File: config.mk
export PLATFORM = sky130hd
export DESIGN_NAME = slot_stream_top
export DESIGN_NICKNAME = d
export VERILOG_FILES = /design/src/verilog/slot_stream_pkg.sv /design/src/verilog/slot_counter.sv /design/src/verilog/slot_ram.sv /design/src/verilog/slot_stream_top.sv /design/src/verilog/window_fsm.sv /design/src/verilog/window_sum.sv
export VERILOG_INCLUDE_DIRS = /design/src /design/src/verilog
export SDC_FILE = /design/constraint.sdc
export NUM_CORES = 1
export LEC_CHECK = 0
export BUFFER_PORTS_ARGS = -buffer_cell sky130_fd_sc_hd__buf_2
export CORE_MARGIN = 10
export CORE_UTILIZATION = 60
export CTS_CLUSTER_DIAMETER = 40
export DETAILED_ROUTE_END_ITERATION = 10
export GPL_ROUTABILITY_DRIVEN = 0
export PLACE_DENSITY = 0.79
export SETUP_SLACK_MARGIN = 0.5
export SKIP_LAST_GASP = 1
export SYNTH_ARGS = -nofsm -noshare
export SYNTH_HDL_FRONTEND = slang
export SYNTH_SLANG_ARGS = --single-unit
File: constraint.sdc
create_clock -name clk -period 4.88 [get_ports clk]
set_input_delay 1.464 -clock clk [delete_from_list [all_inputs] [get_ports clk]]
set_output_delay 1.464 -clock clk [all_outputs]
set_load 0.05 [all_outputs]
File: src/verilog/slot_stream_defines.svh
// Slot stream parameters
`ifndef SLOT_STREAM_DEFINES_SVH
`define SLOT_STREAM_DEFINES_SVH

// Boot ramp length in cycles
`define SS_INTERIM_CYCLES 5

// Frame layout, window must stay shorter than the frame
`define SS_SLOT_COUNT 8
`define SS_WINDOW_LEN 6

`define SS_SLOT_W 3
`define SS_RAMP_W 3
`define SS_DATA_W 8
`define SS_SUM_W 11
`endif

File: src/verilog/slot_stream_pkg.sv
// Slot stream types
`include "slot_stream_defines.svh"

package slot_stream_pkg;

    // Sequencer states, encoded as in the older timer block
    typedef enum logic [1:0] {
        SEQ_COUNT = 2'b00,
        SEQ_DRAIN = 2'b01,
        SEQ_BOOT  = 2'b10,
        SEQ_OFF   = 2'b11
    } seq_state_e;

    // ------------------------------
    // Host write into slot RAM
    typedef struct packed {
        logic                  valid;
        logic [`SS_SLOT_W-1:0] addr;
        logic [`SS_DATA_W-1:0] data;
    } ram_wr_t;

    // One data beat per active slot
    typedef struct packed {
        logic                  valid;
        logic [`SS_SLOT_W-1:0] slot;
        logic [`SS_DATA_W-1:0] data;
    } beat_t;

    // Per-window totals
    typedef struct packed {
        logic                 valid;
        logic [`SS_SLOT_W:0]  beats;
        logic [`SS_SUM_W-1:0] sum;
    } summary_t;

endpackage

File: src/verilog/slot_counter.sv
// Frame slot counter
`include "slot_stream_defines.svh"

module slot_counter (
    input  logic                        clk,
    input  logic                        rst,
    input  slot_stream_pkg::seq_state_e state,
    output logic [`SS_SLOT_W-1:0]       slot,
    output logic                        active,
    output logic                        window_end
);
    import slot_stream_pkg::*;

    localparam logic [`SS_SLOT_W-1:0] slot_last  = `SS_SLOT_W'(`SS_SLOT_COUNT - 1);
    localparam logic [`SS_SLOT_W-1:0] window_len = `SS_SLOT_W'(`SS_WINDOW_LEN);

    logic counting;

    // Slots run in count and keep running through drain
    assign counting = (state == SEQ_COUNT) || (state == SEQ_DRAIN);

    // ------------------------------
    // Slot index
    always_ff @(posedge clk) begin
        if (rst) begin
            slot <= '0;
        end else if (!counting) begin
            // Boot and off hold slot 0 so counting starts clean
            slot <= '0;
        end else if (slot == slot_last) begin
            slot <= '0;
        end else begin
            slot <= slot + 1'b1;
        end
    end

    // ------------------------------
    // Window decode
    always_comb begin
        active     = counting && (slot < window_len);
        window_end = counting && (slot == window_len);
    end

endmodule

File: src/verilog/slot_ram.sv
// Slot data memory
`include "slot_stream_defines.svh"

module slot_ram (
    input  logic                     clk,
    input  logic                     rst,
    input  slot_stream_pkg::ram_wr_t wr,
    input  logic [`SS_SLOT_W-1:0]    rd_addr,
    output logic [`SS_DATA_W-1:0]    rd_data
);
    import slot_stream_pkg::*;

    logic [`SS_DATA_W-1:0] mem [`SS_SLOT_COUNT];

    // ------------------------------
    // Host write port, always accepted
    always_ff @(posedge clk) begin
        if (rst) begin
            for (int i = 0; i < `SS_SLOT_COUNT; i++) begin
                mem[i] <= '0;
            end
        end else if (wr.valid) begin
            mem[wr.addr] <= wr.data;
        end
    end

    // ------------------------------
    // Registered read
    // Same-slot write in this cycle is not seen, old word comes out
    always_ff @(posedge clk) begin
        rd_data <= mem[rd_addr];
    end

endmodule

File: src/verilog/slot_stream_top.sv
// Slot stream sequencer top
`include "slot_stream_defines.svh"

module slot_stream_top (
    input  logic                      clk,
    input  logic                      rst,
    input  logic                      en,
    input  slot_stream_pkg::ram_wr_t  wr,
    output slot_stream_pkg::beat_t    beat,
    output slot_stream_pkg::summary_t summary
);
    import slot_stream_pkg::*;

    // ------------------------------
    // Internal wires
    seq_state_e            state;
    logic [`SS_SLOT_W-1:0] slot;
    logic                  active;
    logic                  window_end;
    logic [`SS_DATA_W-1:0] rd_data;

    // ------------------------------
    // Sequencer with its ramp counter
    window_fsm u_fsm (
        .clk   (clk),
        .rst   (rst),
        .en    (en),
        .state (state)
    );

    // Slot index and window flags
    slot_counter u_counter (
        .clk        (clk),
        .rst        (rst),
        .state      (state),
        .slot       (slot),
        .active     (active),
        .window_end (window_end)
    );

    // ------------------------------
    // Slot RAM, read at the live slot index
    slot_ram u_ram (
        .clk     (clk),
        .rst     (rst),
        .wr      (wr),
        .rd_addr (slot),
        .rd_data (rd_data)
    );

    // ------------------------------
    // Beats and window summaries
    // Read data lands one cycle after the slot, the flags are delayed to match
    window_sum u_sum (
        .clk        (clk),
        .rst        (rst),
        .state      (state),
        .active     (active),
        .window_end (window_end),
        .slot       (slot),
        .rd_data    (rd_data),
        .beat       (beat),
        .summary    (summary)
    );

endmodule

File: src/verilog/window_fsm.sv
// Boot and drain sequencer
`include "slot_stream_defines.svh"

module window_fsm (
    input  logic                        clk,
    input  logic                        rst,
    input  logic                        en,
    output slot_stream_pkg::seq_state_e state
);
    import slot_stream_pkg::*;

    // Last ramp step of the boot phase
    localparam logic [`SS_RAMP_W-1:0] ramp_top = `SS_RAMP_W'(`SS_INTERIM_CYCLES - 1);

    seq_state_e             state_next;
    logic [`SS_RAMP_W-1:0] ramp;
    logic [`SS_RAMP_W-1:0] ramp_next;

    // ------------------------------
    // State and ramp registers
    always_ff @(posedge clk) begin
        if (rst) begin
            state <= SEQ_OFF;
            ramp  <= '0;
        end else begin
            state <= state_next;
            ramp  <= ramp_next;
        end
    end

    // ------------------------------
    // Next state and ramp
    always_comb begin
        state_next = state;
        ramp_next  = ramp;
        case (state)
            SEQ_OFF: begin
                if (en) begin
                    state_next = SEQ_BOOT;
                    ramp_next  = '0;
                end
            end

            SEQ_BOOT: begin
                if (!en) begin
                    // Ramp down from wherever boot got to
                    state_next = SEQ_DRAIN;
                end else if (ramp == ramp_top) begin
                    state_next = SEQ_COUNT;
                end else begin
                    ramp_next = ramp + 1'b1;
                end
            end

            SEQ_COUNT: begin
                // Ramp sits at its top value while counting
                if (!en) begin
                    state_next = SEQ_DRAIN;
                end
            end

            SEQ_DRAIN: begin
                if (en) begin
                    // Climb back up from the current ramp value
                    state_next = SEQ_BOOT;
                end else if (ramp == '0) begin
                    state_next = SEQ_OFF;
                end else begin
                    ramp_next = ramp - 1'b1;
                end
            end

            default: begin
                state_next = SEQ_OFF;
                ramp_next  = '0;
            end
        endcase
    end

endmodule

File: src/verilog/window_sum.sv
// Beat stage and window accumulator
`include "slot_stream_defines.svh"

module window_sum (
    input  logic                        clk,
    input  logic                        rst,
    input  slot_stream_pkg::seq_state_e state,
    input  logic                        active,
    input  logic                        window_end,
    input  logic [`SS_SLOT_W-1:0]       slot,
    input  logic [`SS_DATA_W-1:0]       rd_data,
    output slot_stream_pkg::beat_t      beat,
    output slot_stream_pkg::summary_t   summary
);
    import slot_stream_pkg::*;

    localparam int beats_w = `SS_SLOT_W + 1;

    logic                  act_q;
    logic                  end_q;
    logic [`SS_SLOT_W-1:0] slot_q;
    logic [beats_w-1:0]    acc_beats;
    logic [`SS_SUM_W-1:0]  acc_sum;
    logic                  clear;

    // Boot or off drops any partial window
    assign clear = (state == SEQ_BOOT) || (state == SEQ_OFF);

    // ------------------------------
    // Align flags with the RAM read
    always_ff @(posedge clk) begin
        if (rst) begin
            act_q <= 1'b0;
            end_q <= 1'b0;
        end else begin
            act_q <= active;
            end_q <= window_end;
        end
    end

    always_ff @(posedge clk) begin
        slot_q <= slot;
    end

    always_comb begin
        beat = '{valid: act_q, slot: slot_q, data: rd_data};
    end

    // ------------------------------
    // Window totals
    always_ff @(posedge clk) begin
        if (rst || clear) begin
            acc_beats <= '0;
            acc_sum   <= '0;
        end else if (end_q) begin
            // Summary goes out this cycle, restart with the current beat
            acc_beats <= beats_w'(act_q);
            acc_sum   <= act_q ? `SS_SUM_W'(rd_data) : '0;
        end else if (act_q) begin
            acc_beats <= acc_beats + 1'b1;
            acc_sum   <= acc_sum + `SS_SUM_W'(rd_data);
        end
    end

    always_comb begin
        summary = '{valid: end_q, beats: acc_beats, sum: acc_sum};
    end

endmodule
==> run metrics, run 1 <==
GRT Util Overall=0.169; Distinct cells, synth=50; reg-to-reg startpoint=u_ram.rd_data[0]; DR vias=3201; Num CTS Buffers=9; layout cells sized above 1=0.220; Worst-path clk slew=about 90 ps; chip width=110 um; Final Hold Vio Count=0; FILL cells=593; largest net degree at the start of global routing=29; Area Growth Syn to Fin=9.56%; CP max stage cell=dfxtp_1; commonest non-fill, non-tap cells in the layout=and2_1, edfxtp_1, buf_2; hold buffers post-CTS=0; Slew Viols, Final=0; clock skew=roughly 16 ps; EDFF count, synth=64; kind of end point of the critical path=output port; startpoint types=flop; multi-input logic area=2070 sq um; DRT iter0 DRCs=231; Least-Margin Pin Slew=936 ps; number of global-route vias before repair=3009; Arr. time, crit path=1690 ps; Max clock buf depth=2; Sink Count=100; max-cap viol count=0; Synth area leaders=edfxtp_1, dfxtp_1, and2_1; CP Cell Sequence=buf_2; Yosys warnings=0; family with the most delay on the worst path=flip-flops; largest fanout on the critical path=28; Setup CP Type=flop to output port; WL/cell=~19 um; multiplexer share of the synthesized area=0.0995; Fmax achieved=317 MHz; Buf/Inv on CP=1; post-synth top area cell=edfxtp_1; Max VDD drop=approximately 0.18 mV; main combinational cell family by area after synthesis=simple AND/OR/NAND/NOR gates; post-synthesis adder-cell area fraction=0.0496; Logic pwr share=0.189; Final setup viols=0; Worst slew margin=0.375; post-DP HPWL=7160 um; Synth Area in Compound Gates=0.0739; clock tree from TritonCTS=yes; Starting Density=0.620; Synth Area in Simple Gates=0.192; Setup WS post-layout=1730 ps; Crit. Startpoint=u_sum.act_q; DP Worst Slack=1400 ps; RSZ-0062 raised after global routing=no; first-pass GRT wire length=between 15000 and 20000 um; Sw Pwr=0.000548 W; wirelength, routed=9980 um; core region area=slightly below 8000 sq um; Final period util=0.646; post-synthesis register bit count=100; switching share of power=0.291; Post-Synthesis Cell Area=4840 sq um; postcts setup bufs=0; root buffer cell=clkbuf_8; FF+latch area=2640 sq um; XOR/XNOR Fraction of Synth Area=0.0127; hold path start=u_counter.slot[0]; num rows=32; final net count=465; status=completed; sequential fraction of the synthesis area=0.546; Die Area=between 10000 and 15000 sq um; initial antenna violation count=0; asr flop ratio synth=0; diode count=0; # DRC=0; Die Span Y=110 um; Int Pwr=0.00134 W; cts repair resizes=0; I/O Buffers=between 40 and 50; Leakage=between 2 and 2.5 nW; CP Data Required Time=3420 ps; vias per inst=5.94; syn nets=~430; worst skew pair latency=~370 ps; First-pass DRT Iterations=4; Post-synth top flop=edfxtp_1; syn avg cell area=approximately 12 sq um; sequential share of power=0.533; Final ANT Viol Nets=0; post-route minimum period=3150 ps; worst hold path type=flop to flop; Cells after Synth=394; top-area cell type share of the netlist area=0.397; total congestion overflow=0; Crit path largest cell delay=about 920 ps; P per Cell Area=355 nW/um^2; Ports=43; Post-Route Setup TNS=0 ps; clock power share=0.278; H-tree levels=3
## metal layers
layer,global-route usage,share of wire
met5,0,0
met4,0.0651,0.015
met3,0.0339,0.075
met2,0.253,0.46
met1,0.237,0.45
## final timing paths
path	cells past startpoint	endpoint	slack [ps]
setup reg to reg	8	u_sum.acc_sum[8]	2480
hold / removal	0	u_sum.slot_q[0]	360
setup / recovery	1	beat[11]	1730
hold reg to reg	0	u_sum.slot_q[0]	360
## metrics by stage
| step | cell area [sq um] | hold slack (ps) | power [W] | utilization | std cells |
|---|---|---|---|---|---|
| floorplan | 4840 | 352 | 0.00129 | - | 394 |
| global placement | 5110 | 337 | 0.00137 | 0.655 | 523 |
| detailed placement | 5110 | 339 | 0.00138 | 0.655 | 523 |
| CTS | 5300 | 356 | 0.00188 | 0.679 | 539 |
| global route | 5300 | 367 | 0.00196 | 0.679 | 539 |
| finish | 5300 | 356 | 0.00188 | 0.679 | 539 |
## cells in the mapped netlist, drive strengths merged (8+ instances only)
master   n
a21oi   10
clkbuf   8
inv     14
nor2    25
ha      16
edfxtp  64
mux4    16
and2    64
dfxtp   36
nand2   13
or2      9
mux2     9
nor3     8
buf      8
## sequential cells by signal (all words and copies together) (netlist names)
register         count
u_fsm.state          2
u_sum.acc_beats      4
u_ram.rd_data        8
u_sum.act_q          1
u_sum.acc_sum       11
u_ram.mem           64
u_fsm.ramp           3
u_sum.slot_q         3
u_sum.end_q          1
u_counter.slot       3
## cell type report
class,count,area share
clock inverter,6,0.0123
tap,102,0.0241
inverter,14,0.00991
sequential,100,0.498
multi-input combinational,264,0.390
timing repair buffer,43,0.0410
clock buffer,10,0.0241
## power by group through the flow
stage	registers, W	clock network (W)	logic, W
floorplan	0.00105	0	0.000239
global placement	0.00102	0	0.000347
detailed placement	0.00102	0	0.000357
CTS	0.00100	0.000523	0.000358
global route	0.00101	0.000554	0.000390
finish	0.00101	0.000523	0.000356
## logic make-up after synthesis
| family | Yosys count |
|---|---|
| muxes | 27 |
| DFF | 100 |
| adders and majority gates | 18 |
| and+or+nand+nor | 160 |
| xor gates and xnor gates | 7 |
| buffers and inverters | 30 |
| AOI/OAI and AO/OA | 52 |
(Power assumes the default switching activity.)
==> run 2, diff against run 1 <==
--- a/config.mk
+++ b/config.mk
@@ -6,13 +6,14 @@
 export SDC_FILE = /design/constraint.sdc
 export NUM_CORES = 1
 export LEC_CHECK = 0
+export ABC_AREA = 1
 export BUFFER_PORTS_ARGS = -buffer_cell sky130_fd_sc_hd__buf_2
 export CORE_MARGIN = 10
-export CORE_UTILIZATION = 60
+export CORE_UTILIZATION = 53
 export CTS_CLUSTER_DIAMETER = 40
 export DETAILED_ROUTE_END_ITERATION = 10
 export GPL_ROUTABILITY_DRIVEN = 0
-export PLACE_DENSITY = 0.79
+export PLACE_DENSITY = 0.74
 export SETUP_SLACK_MARGIN = 0.5
 export SKIP_LAST_GASP = 1
 export SYNTH_ARGS = -nofsm -noshare
==> constraint.sdc (replaced) <==
create_clock -name clk -period 2.8 [get_ports clk]
set_input_delay 0.84 -clock clk [delete_from_list [all_inputs] [get_ports clk]]
set_output_delay 0.84 -clock clk [all_outputs]
set_load 0.05 [all_outputs]
==> run 2 against run 1 <==
- combinational power grew to 3.5 times the previous value
- largest power group unchanged
- clock skew is 6.6 ps lower
- register-to-register slack worse by 1500 ps
- non-clock buffer count is 4 higher
- area after synthesis is 1.8% lower
- die area is 9.1% higher
- first-iteration DRC count is 61% higher
- critical path depth is 1 higher
- highest routed layer unchanged
- wire length is 9.1% higher
- via count is 18% higher
- critical endpoint is now summary[15]
==> run metrics, run 2 <==
worst reg2reg path depth=12 (+4); DRT iter0 DRCs=373 (+61%); Worst-path clk slew=90 ps (about the same); asr flop ratio synth=0 (unchanged); Setup CP Type=flop to output port; num rows=34 (+6.3%); initial antenna violation count=0 (unchanged); max-cap viol count=0 (unchanged); R2R Path End=u_sum.acc_sum[10]; number of global-route vias before repair=3638 (+21%); Hold Path Sink=u_sum.acc_sum[6]; cts repair resizes=0 (unchanged); WL/cell=15.9 um (-14%); clock skew=8.93 ps (-6.61 ps); startpoint types=flop; Num CTS Buffers=9 (unchanged); Sink Count=100 (unchanged); final net count=606 (+30%); First-pass DRT Iterations=5 (+1); core region area=8720 sq um (+12%); root buffer cell=clkbuf_8; Synth area leaders=edfxtp_1, dfxtp_1, nor2_1; Starting Density=0.545 (-0.0751); vias per inst=5.49 (-7.5%); registers with the most flip-flops=u_ram.mem: 64 flops, u_sum.acc_sum: 11 flops, u_ram.rd_data: 8 flops; Yosys warnings=0 (unchanged); wirelength, routed=10900 um (+9.1%); RSZ-0062 raised after global routing=no; Post-Synthesis Cell Area=4750 sq um (-1.8%); Least-Margin Pin Slew=882 ps (-54.1 ps); chip width=115 um (+4.4%); Die Area=13200 sq um (+9.1%); worst skew pair latency=370 ps (about the same); Arr. time, crit path=1110 ps (-580 ps); H-tree levels=3 (unchanged); Max clock buf depth=2 (unchanged); CP Data Required Time=1960 ps (-1460 ps); max reg flops=64 (unchanged); Post-Place Cells=670 (+28%); Distinct cells, synth=34 (-32%); Cells after Synth=531 (+35%); reg-to-reg startpoint=u_ram.rd_data[0]; postcts setup bufs=0 (unchanged); first-pass GRT wire length=17500 um (+13%); syn avg cell area=8.95 sq um (-27%); DR vias=3769 (+18%); synth cell count leaders=nor2_1, nand2_1, edfxtp_1, inv_1, dfxtp_1; Final ANT Viol Nets=0 (unchanged); syn nets=564 (+32%); Post-synth top flop=edfxtp_1; Fmax achieved=512 MHz; I/O Buffers=42 (unchanged); clock tree from TritonCTS=yes; largest fanout on the critical path=7 (-75%); Post-Route Setup TNS=0 ps (unchanged); commonest non-fill, non-tap cell in the layout=nor2_1; sequential fraction of the synthesis area=0.556 (+0.0102); Reg2Reg Setup Slack=970 ps (-1510 ps); non-filler cells, final=686 (+27%); most flop-heavy register=u_ram.mem; diode count=0 (unchanged); hold path depth=2 (+2); Final setup viols=0 (unchanged); status=completed; Slew Viols, Final=0 (unchanged); top-area cell type share of the netlist area=0.404 (+0.00742); hold path start=u_sum.acc_sum[6]; EDFF count, synth=64 (unchanged); kind of end point of the critical path=output port; Fin Hold WS=499 ps (+144 ps); Ports=43 (unchanged); total congestion overflow=0 (unchanged); GRT Util Overall=0.167 (-0.00220); Die Span Y=115 um (+4.4%); post-DP HPWL=8020 um (+12%); largest net degree at the start of global routing=37 (+28%); Area Growth Syn to Fin=9.74%; commonest non-fill, non-tap cells in the layout=nor2_1, nand2_1, edfxtp_1; top-count cell post-synth=nor2_1; Final Hold Vio Count=0 (unchanged); post-synth top area cell=edfxtp_1; Final period util=0.697; Leakage=2.25 nW (+12%); post-route minimum period=between 1500 and 2000 ps; post-synthesis register bit count=100 (unchanged); layout cells sized above 1=0.135 (-0.0847); P per Cell Area=756 nW/um^2 (+110%); Max VDD drop=0.282 mV (+58%); Worst slew margin=0.411 (+0.0361); hold buffers post-CTS=0 (unchanged); # DRC=0 (unchanged); worst hold path type=flop to flop
run 2: cell count changes after synthesis, sizes merged, moves of 12 or more:
cell   previous run  this run
mux4             16         0
o32ai             1        16
inv              14        45
nand3             5        17
nand2            13       100
and2             64         0
o21ai             7        26
nor2             25       149
run 2: cell families after synthesis:
group | count (synthesis) | synth area share
adder cells (fa/ha/maj) | 18 | 0.0506
XOR/XNOR | 4 | 0.00737
AO/OA/AOI/OAI | 69 | 0.0895
buffers and inverters | 61 | 0.0566
AND/OR/NAND/NOR | 279 | 0.240
flip-flops | 100 | 0.556
run 2: worst max-delay path: stages (launching register included):
cell     delay (ps)
dfxtp_1         320
buf_4           160
buf_2           280
run 2: layer usage:
| metal | wire length (um) | GRT usage | part of all wire |
|---|---|---|---|
| met1 | 4640 | 0.212 | 0.43 |
| met3 | 897 | 0.0404 | 0.082 |
| met2 | 5190 | 0.277 | 0.48 |
| met4 | 163 | 0.0446 | 0.015 |
| met5 | 0 | 0 | 0 |
run 2: how the worst max path moves through the flow:
stage,start,to,slack (ps),cells past startpoint
2_1_floorplan,u_sum.acc_sum[0],u_sum.acc_sum[10],790,11
3_3_place_gp,rst,u_ram.mem[1][5],460,6
3_5_place_dp,rst,u_ram.mem[1][1],450,6
4_1_cts,u_sum.end_q,summary[15],830,2
5_1_grt,rst,u_ram.mem[1][1],720,6
6_report,u_sum.end_q,summary[15],850,2
run 2: final cells by class:
class / count / area (sq um)
tap: 108 / 135
sequential: 100 / 2640
clock buffer: 9 / 124
inverter: 45 / 169
clock inverter: 7 / 56.3
multi-input combinational: 370 / 1840
timing repair buffer: 47 / 248
fill: 742 / 3510
run 2: report_power, final:
part | switching [W] | total, W | internal, W
combinational | 0.000879 | 0.00126 | 0.000382
clock | 0.000520 | 0.000854 | 0.000334
sequential | 0.000111 | 0.00183 | 0.00172
total | 0.00151 | 0.00394 | 0.00243
run 2: stage by stage:
stage                      util  total power (W)  cell area, sq um  worst slack, ps
after global routing      0.598          0.00419              5220              725
after global placement    0.577          0.00307              5030              464
after detailed placement  0.577          0.00311              5030              448
final                     0.598          0.00394              5220              848
after floorplan               -          0.00284              4750              786
after CTS                 0.598          0.00394              5220              827
==> run 3, diff against run 2 <==
--- a/config.mk
+++ b/config.mk
@@ -9,11 +9,11 @@
 export ABC_AREA = 1
 export BUFFER_PORTS_ARGS = -buffer_cell sky130_fd_sc_hd__buf_2
 export CORE_MARGIN = 10
-export CORE_UTILIZATION = 53
+export CORE_UTILIZATION = 59
 export CTS_CLUSTER_DIAMETER = 40
 export DETAILED_ROUTE_END_ITERATION = 10
 export GPL_ROUTABILITY_DRIVEN = 0
-export PLACE_DENSITY = 0.74
+export PLACE_DENSITY = 0.78
 export SETUP_SLACK_MARGIN = 0.5
 export SKIP_LAST_GASP = 1
 export SYNTH_ARGS = -nofsm -noshare
==> constraint.sdc (replaced) <==
create_clock -name clk -period 1.8 [get_ports clk]
set_input_delay 0.54 -clock clk [delete_from_list [all_inputs] [get_ports clk]]
set_output_delay 0.54 -clock clk [all_outputs]
set_load 0.05 [all_outputs]
==> run 3 against run 2 <==
- the flow now finishes with violations (negative setup slack)
- global-route usage increased by 4.4 points
- sequential share of layout area fell by 8.5 points
- flip-flop and latch count unchanged
- core utilization increased by 24 points
- non-clock buffer count rose by 39
- worst hold slack got worse by 29 ps
- clock power is 62% higher
- first-iteration DRC count is 24% higher
- wire length increased by 37%
- sequential power is 63% higher
==> run metrics, run 3 (synthesis gave the netlist of run 2 again) <==
Fin Hold WS=470 ps (-29.3 ps); Worst-path clk slew=100 ps (about the same); WL/cell=20.7 um (+31%); reg-to-reg startpoint=u_ram.rd_data[0]; switching share of power=0.398 (+0.0151); number of global-route vias before repair=4013 (+10%); kind of end point of the critical path=flop; RSZ-0062 raised after global routing=yes; hold path start=rst; Final setup viols=1 (+1); total congestion overflow=0 (unchanged); registers with the most flip-flops=u_ram.mem: 64 flops, u_sum.acc_sum: 11 flops, u_ram.rd_data: 8 flops; DRT iter0 DRCs=461 (+24%); GRT Util Overall=0.211 (+0.0442); Worst slew margin=0.652 (+0.241); DP Area=5390 sq um (+7.0%); Final ANT Viol Nets=0 (unchanged); I/O Buffers=42 (unchanged); worst hold path type=primary input to flop; chip width=110 um (-4.3%); clock skew=5.44 ps (-3.49 ps); post-DP HPWL=8380 um (+4.4%); P per Cell Area=1150 nW/um^2 (+52%); Max clock buf depth=2 (unchanged); max reg flops=64 (unchanged); clock tree from TritonCTS=yes; DP Worst Slack=79.3 ps (-369 ps); largest fanout on the critical path=3 (-4); Arr. time, crit path=2180 ps (+1070 ps); startpoint types=flop; Ports=43 (unchanged); Leakage=2.69 nW (+19%); Fmax achieved=536 MHz; failing checks=negative setup slack; First-pass DRT Iterations=7 (+2); Hold Path Sink=u_fsm.state[1]; post-route minimum period=about 1900 ps; wirelength, routed=14900 um (+37%); Final Hold Vio Count=0 (unchanged); Least-Margin Pin Slew=521 ps (-360 ps); CP Data Required Time=2110 ps (+150 ps); post-layout util=0.834 (+0.236); most flop-heavy register=u_ram.mem; hold buffers post-CTS=0 (unchanged); first-pass GRT wire length=19600 um (+12%); DR vias=4346 (+15%); num rows=32 (-5.9%); Sink Count=100 (unchanged); status=finished, violations left; Die Span Y=110 um (-4.3%); Setup CP Type=flop to flop; # DRC=0 (unchanged); R2R Path End=u_sum.acc_sum[10]; Sw Pwr=0.00297 W (+97%); Post-Route Setup TNS=-64.0 ps (-64.0 ps); Setup WS post-layout=-64.0 ps (-912 ps); H-tree levels=3 (unchanged); layout cells sized above 1=0.371 (+0.236); commonest non-fill, non-tap cell in the layout=nor2_1; Num CTS Buffers=9 (unchanged); vias per inst=6.04 (+9.9%); core region area=7770 sq um (-11%); Starting Density=0.612 (+0.0669); commonest non-fill, non-tap cells in the layout=nor2_1, nand2_1, edfxtp_1; largest net degree at the start of global routing=34 (-8.1%); root buffer cell=clkbuf_8; final net count=646 (+6.6%); sequential share of power=0.399 (-0.065); Final period util=1.04; worst skew pair latency=370 ps (about the same); clock power share=0.185 (-0.032); Reg2Reg Setup Slack=-60 ps (-1030 ps); initial antenna violation count=0 (unchanged); Die Area=12000 sq um (-8.4%); Int Pwr=0.00449 W (+85%); Logic pwr share=0.416 (+0.096); Final Instance Area=6470 sq um (+24%); Area Growth Syn to Fin=36.3%; diode count=0 (unchanged); Max VDD drop=0.739 mV (+160%); Slew Viols, Final=0 (unchanged); max-cap viol count=0 (unchanged); worst reg2reg path depth=12 (unchanged); hold path depth=3 (+1)
run 3: power groups by stage:
stage	clock, W	sequential [W]	combinational (W)
6_report	0.00138	0.00298	0.00310
5_1_grt	0.00149	0.00299	0.00330
4_1_cts	0.00137	0.00295	0.00258
3_5_place_dp	0	0.00295	0.00214
3_3_place_gp	0	0.00294	0.00208
2_1_floorplan	0	0.00319	0.00140
run 3: repair_timing:
item                                    4_1_cts  5_1_grt
pin swaps                                    18       33
setup buffers                                13       24
gates resized for setup                     128       51
cloned                                        0        1
endpoints found under the setup margin       80      125
run 3: through the flow:
step | std cells | total power (W)
finish | 720 | 0.00746
global route | 720 | 0.00778
CTS | 695 | 0.00689
detailed placement | 666 | 0.00509
global placement | 666 | 0.00502
floorplan | 531 | 0.00460
run 3: area by class of cell:
class                   count  area (sq um)
repair buffers             86           896
flip-flops and latches    100          2730
inverters                  45           193
clock buffers              10           128
clock inverters             6          56.3
well taps                 102           128
fillers                   407          1290
multi-input cells         371          2340
run 3: worst max-delay path, cell delays in order (launching register included):
cell and delay, ps:
dfxtp_4 390, ha_4 140, inv_2 50, fa_2 370, inv_2 80, nand3_2 80
nand3_2 80, nand4_1 130, nand2_2 140, nand2_2 70, nand2_1 80, nand2_1 90
nor2_1 100
run 3: worst max path at each step:
stage	endpoint	from
3_5_place_dp	u_ram.mem[0][2]	rst
6_report	u_sum.acc_sum[10]	u_ram.rd_data[0]
5_1_grt	u_sum.acc_sum[10]	u_ram.rd_data[0]
2_1_floorplan	u_sum.acc_sum[10]	u_ram.rd_data[0]
3_3_place_gp	u_ram.mem[0][3]	rst
4_1_cts	summary[15]	u_sum.end_q
run 3: per-layer routing:
layer	vias up	routed length, um	global-route usage	share of wire
met5	-	0	0	0
met1	2026	5630	0.253	0.38
met2	313	7300	0.349	0.49
met3	79	1360	0.0386	0.091
met4	0	623	0.123	0.042
li1	1928	-	-	-
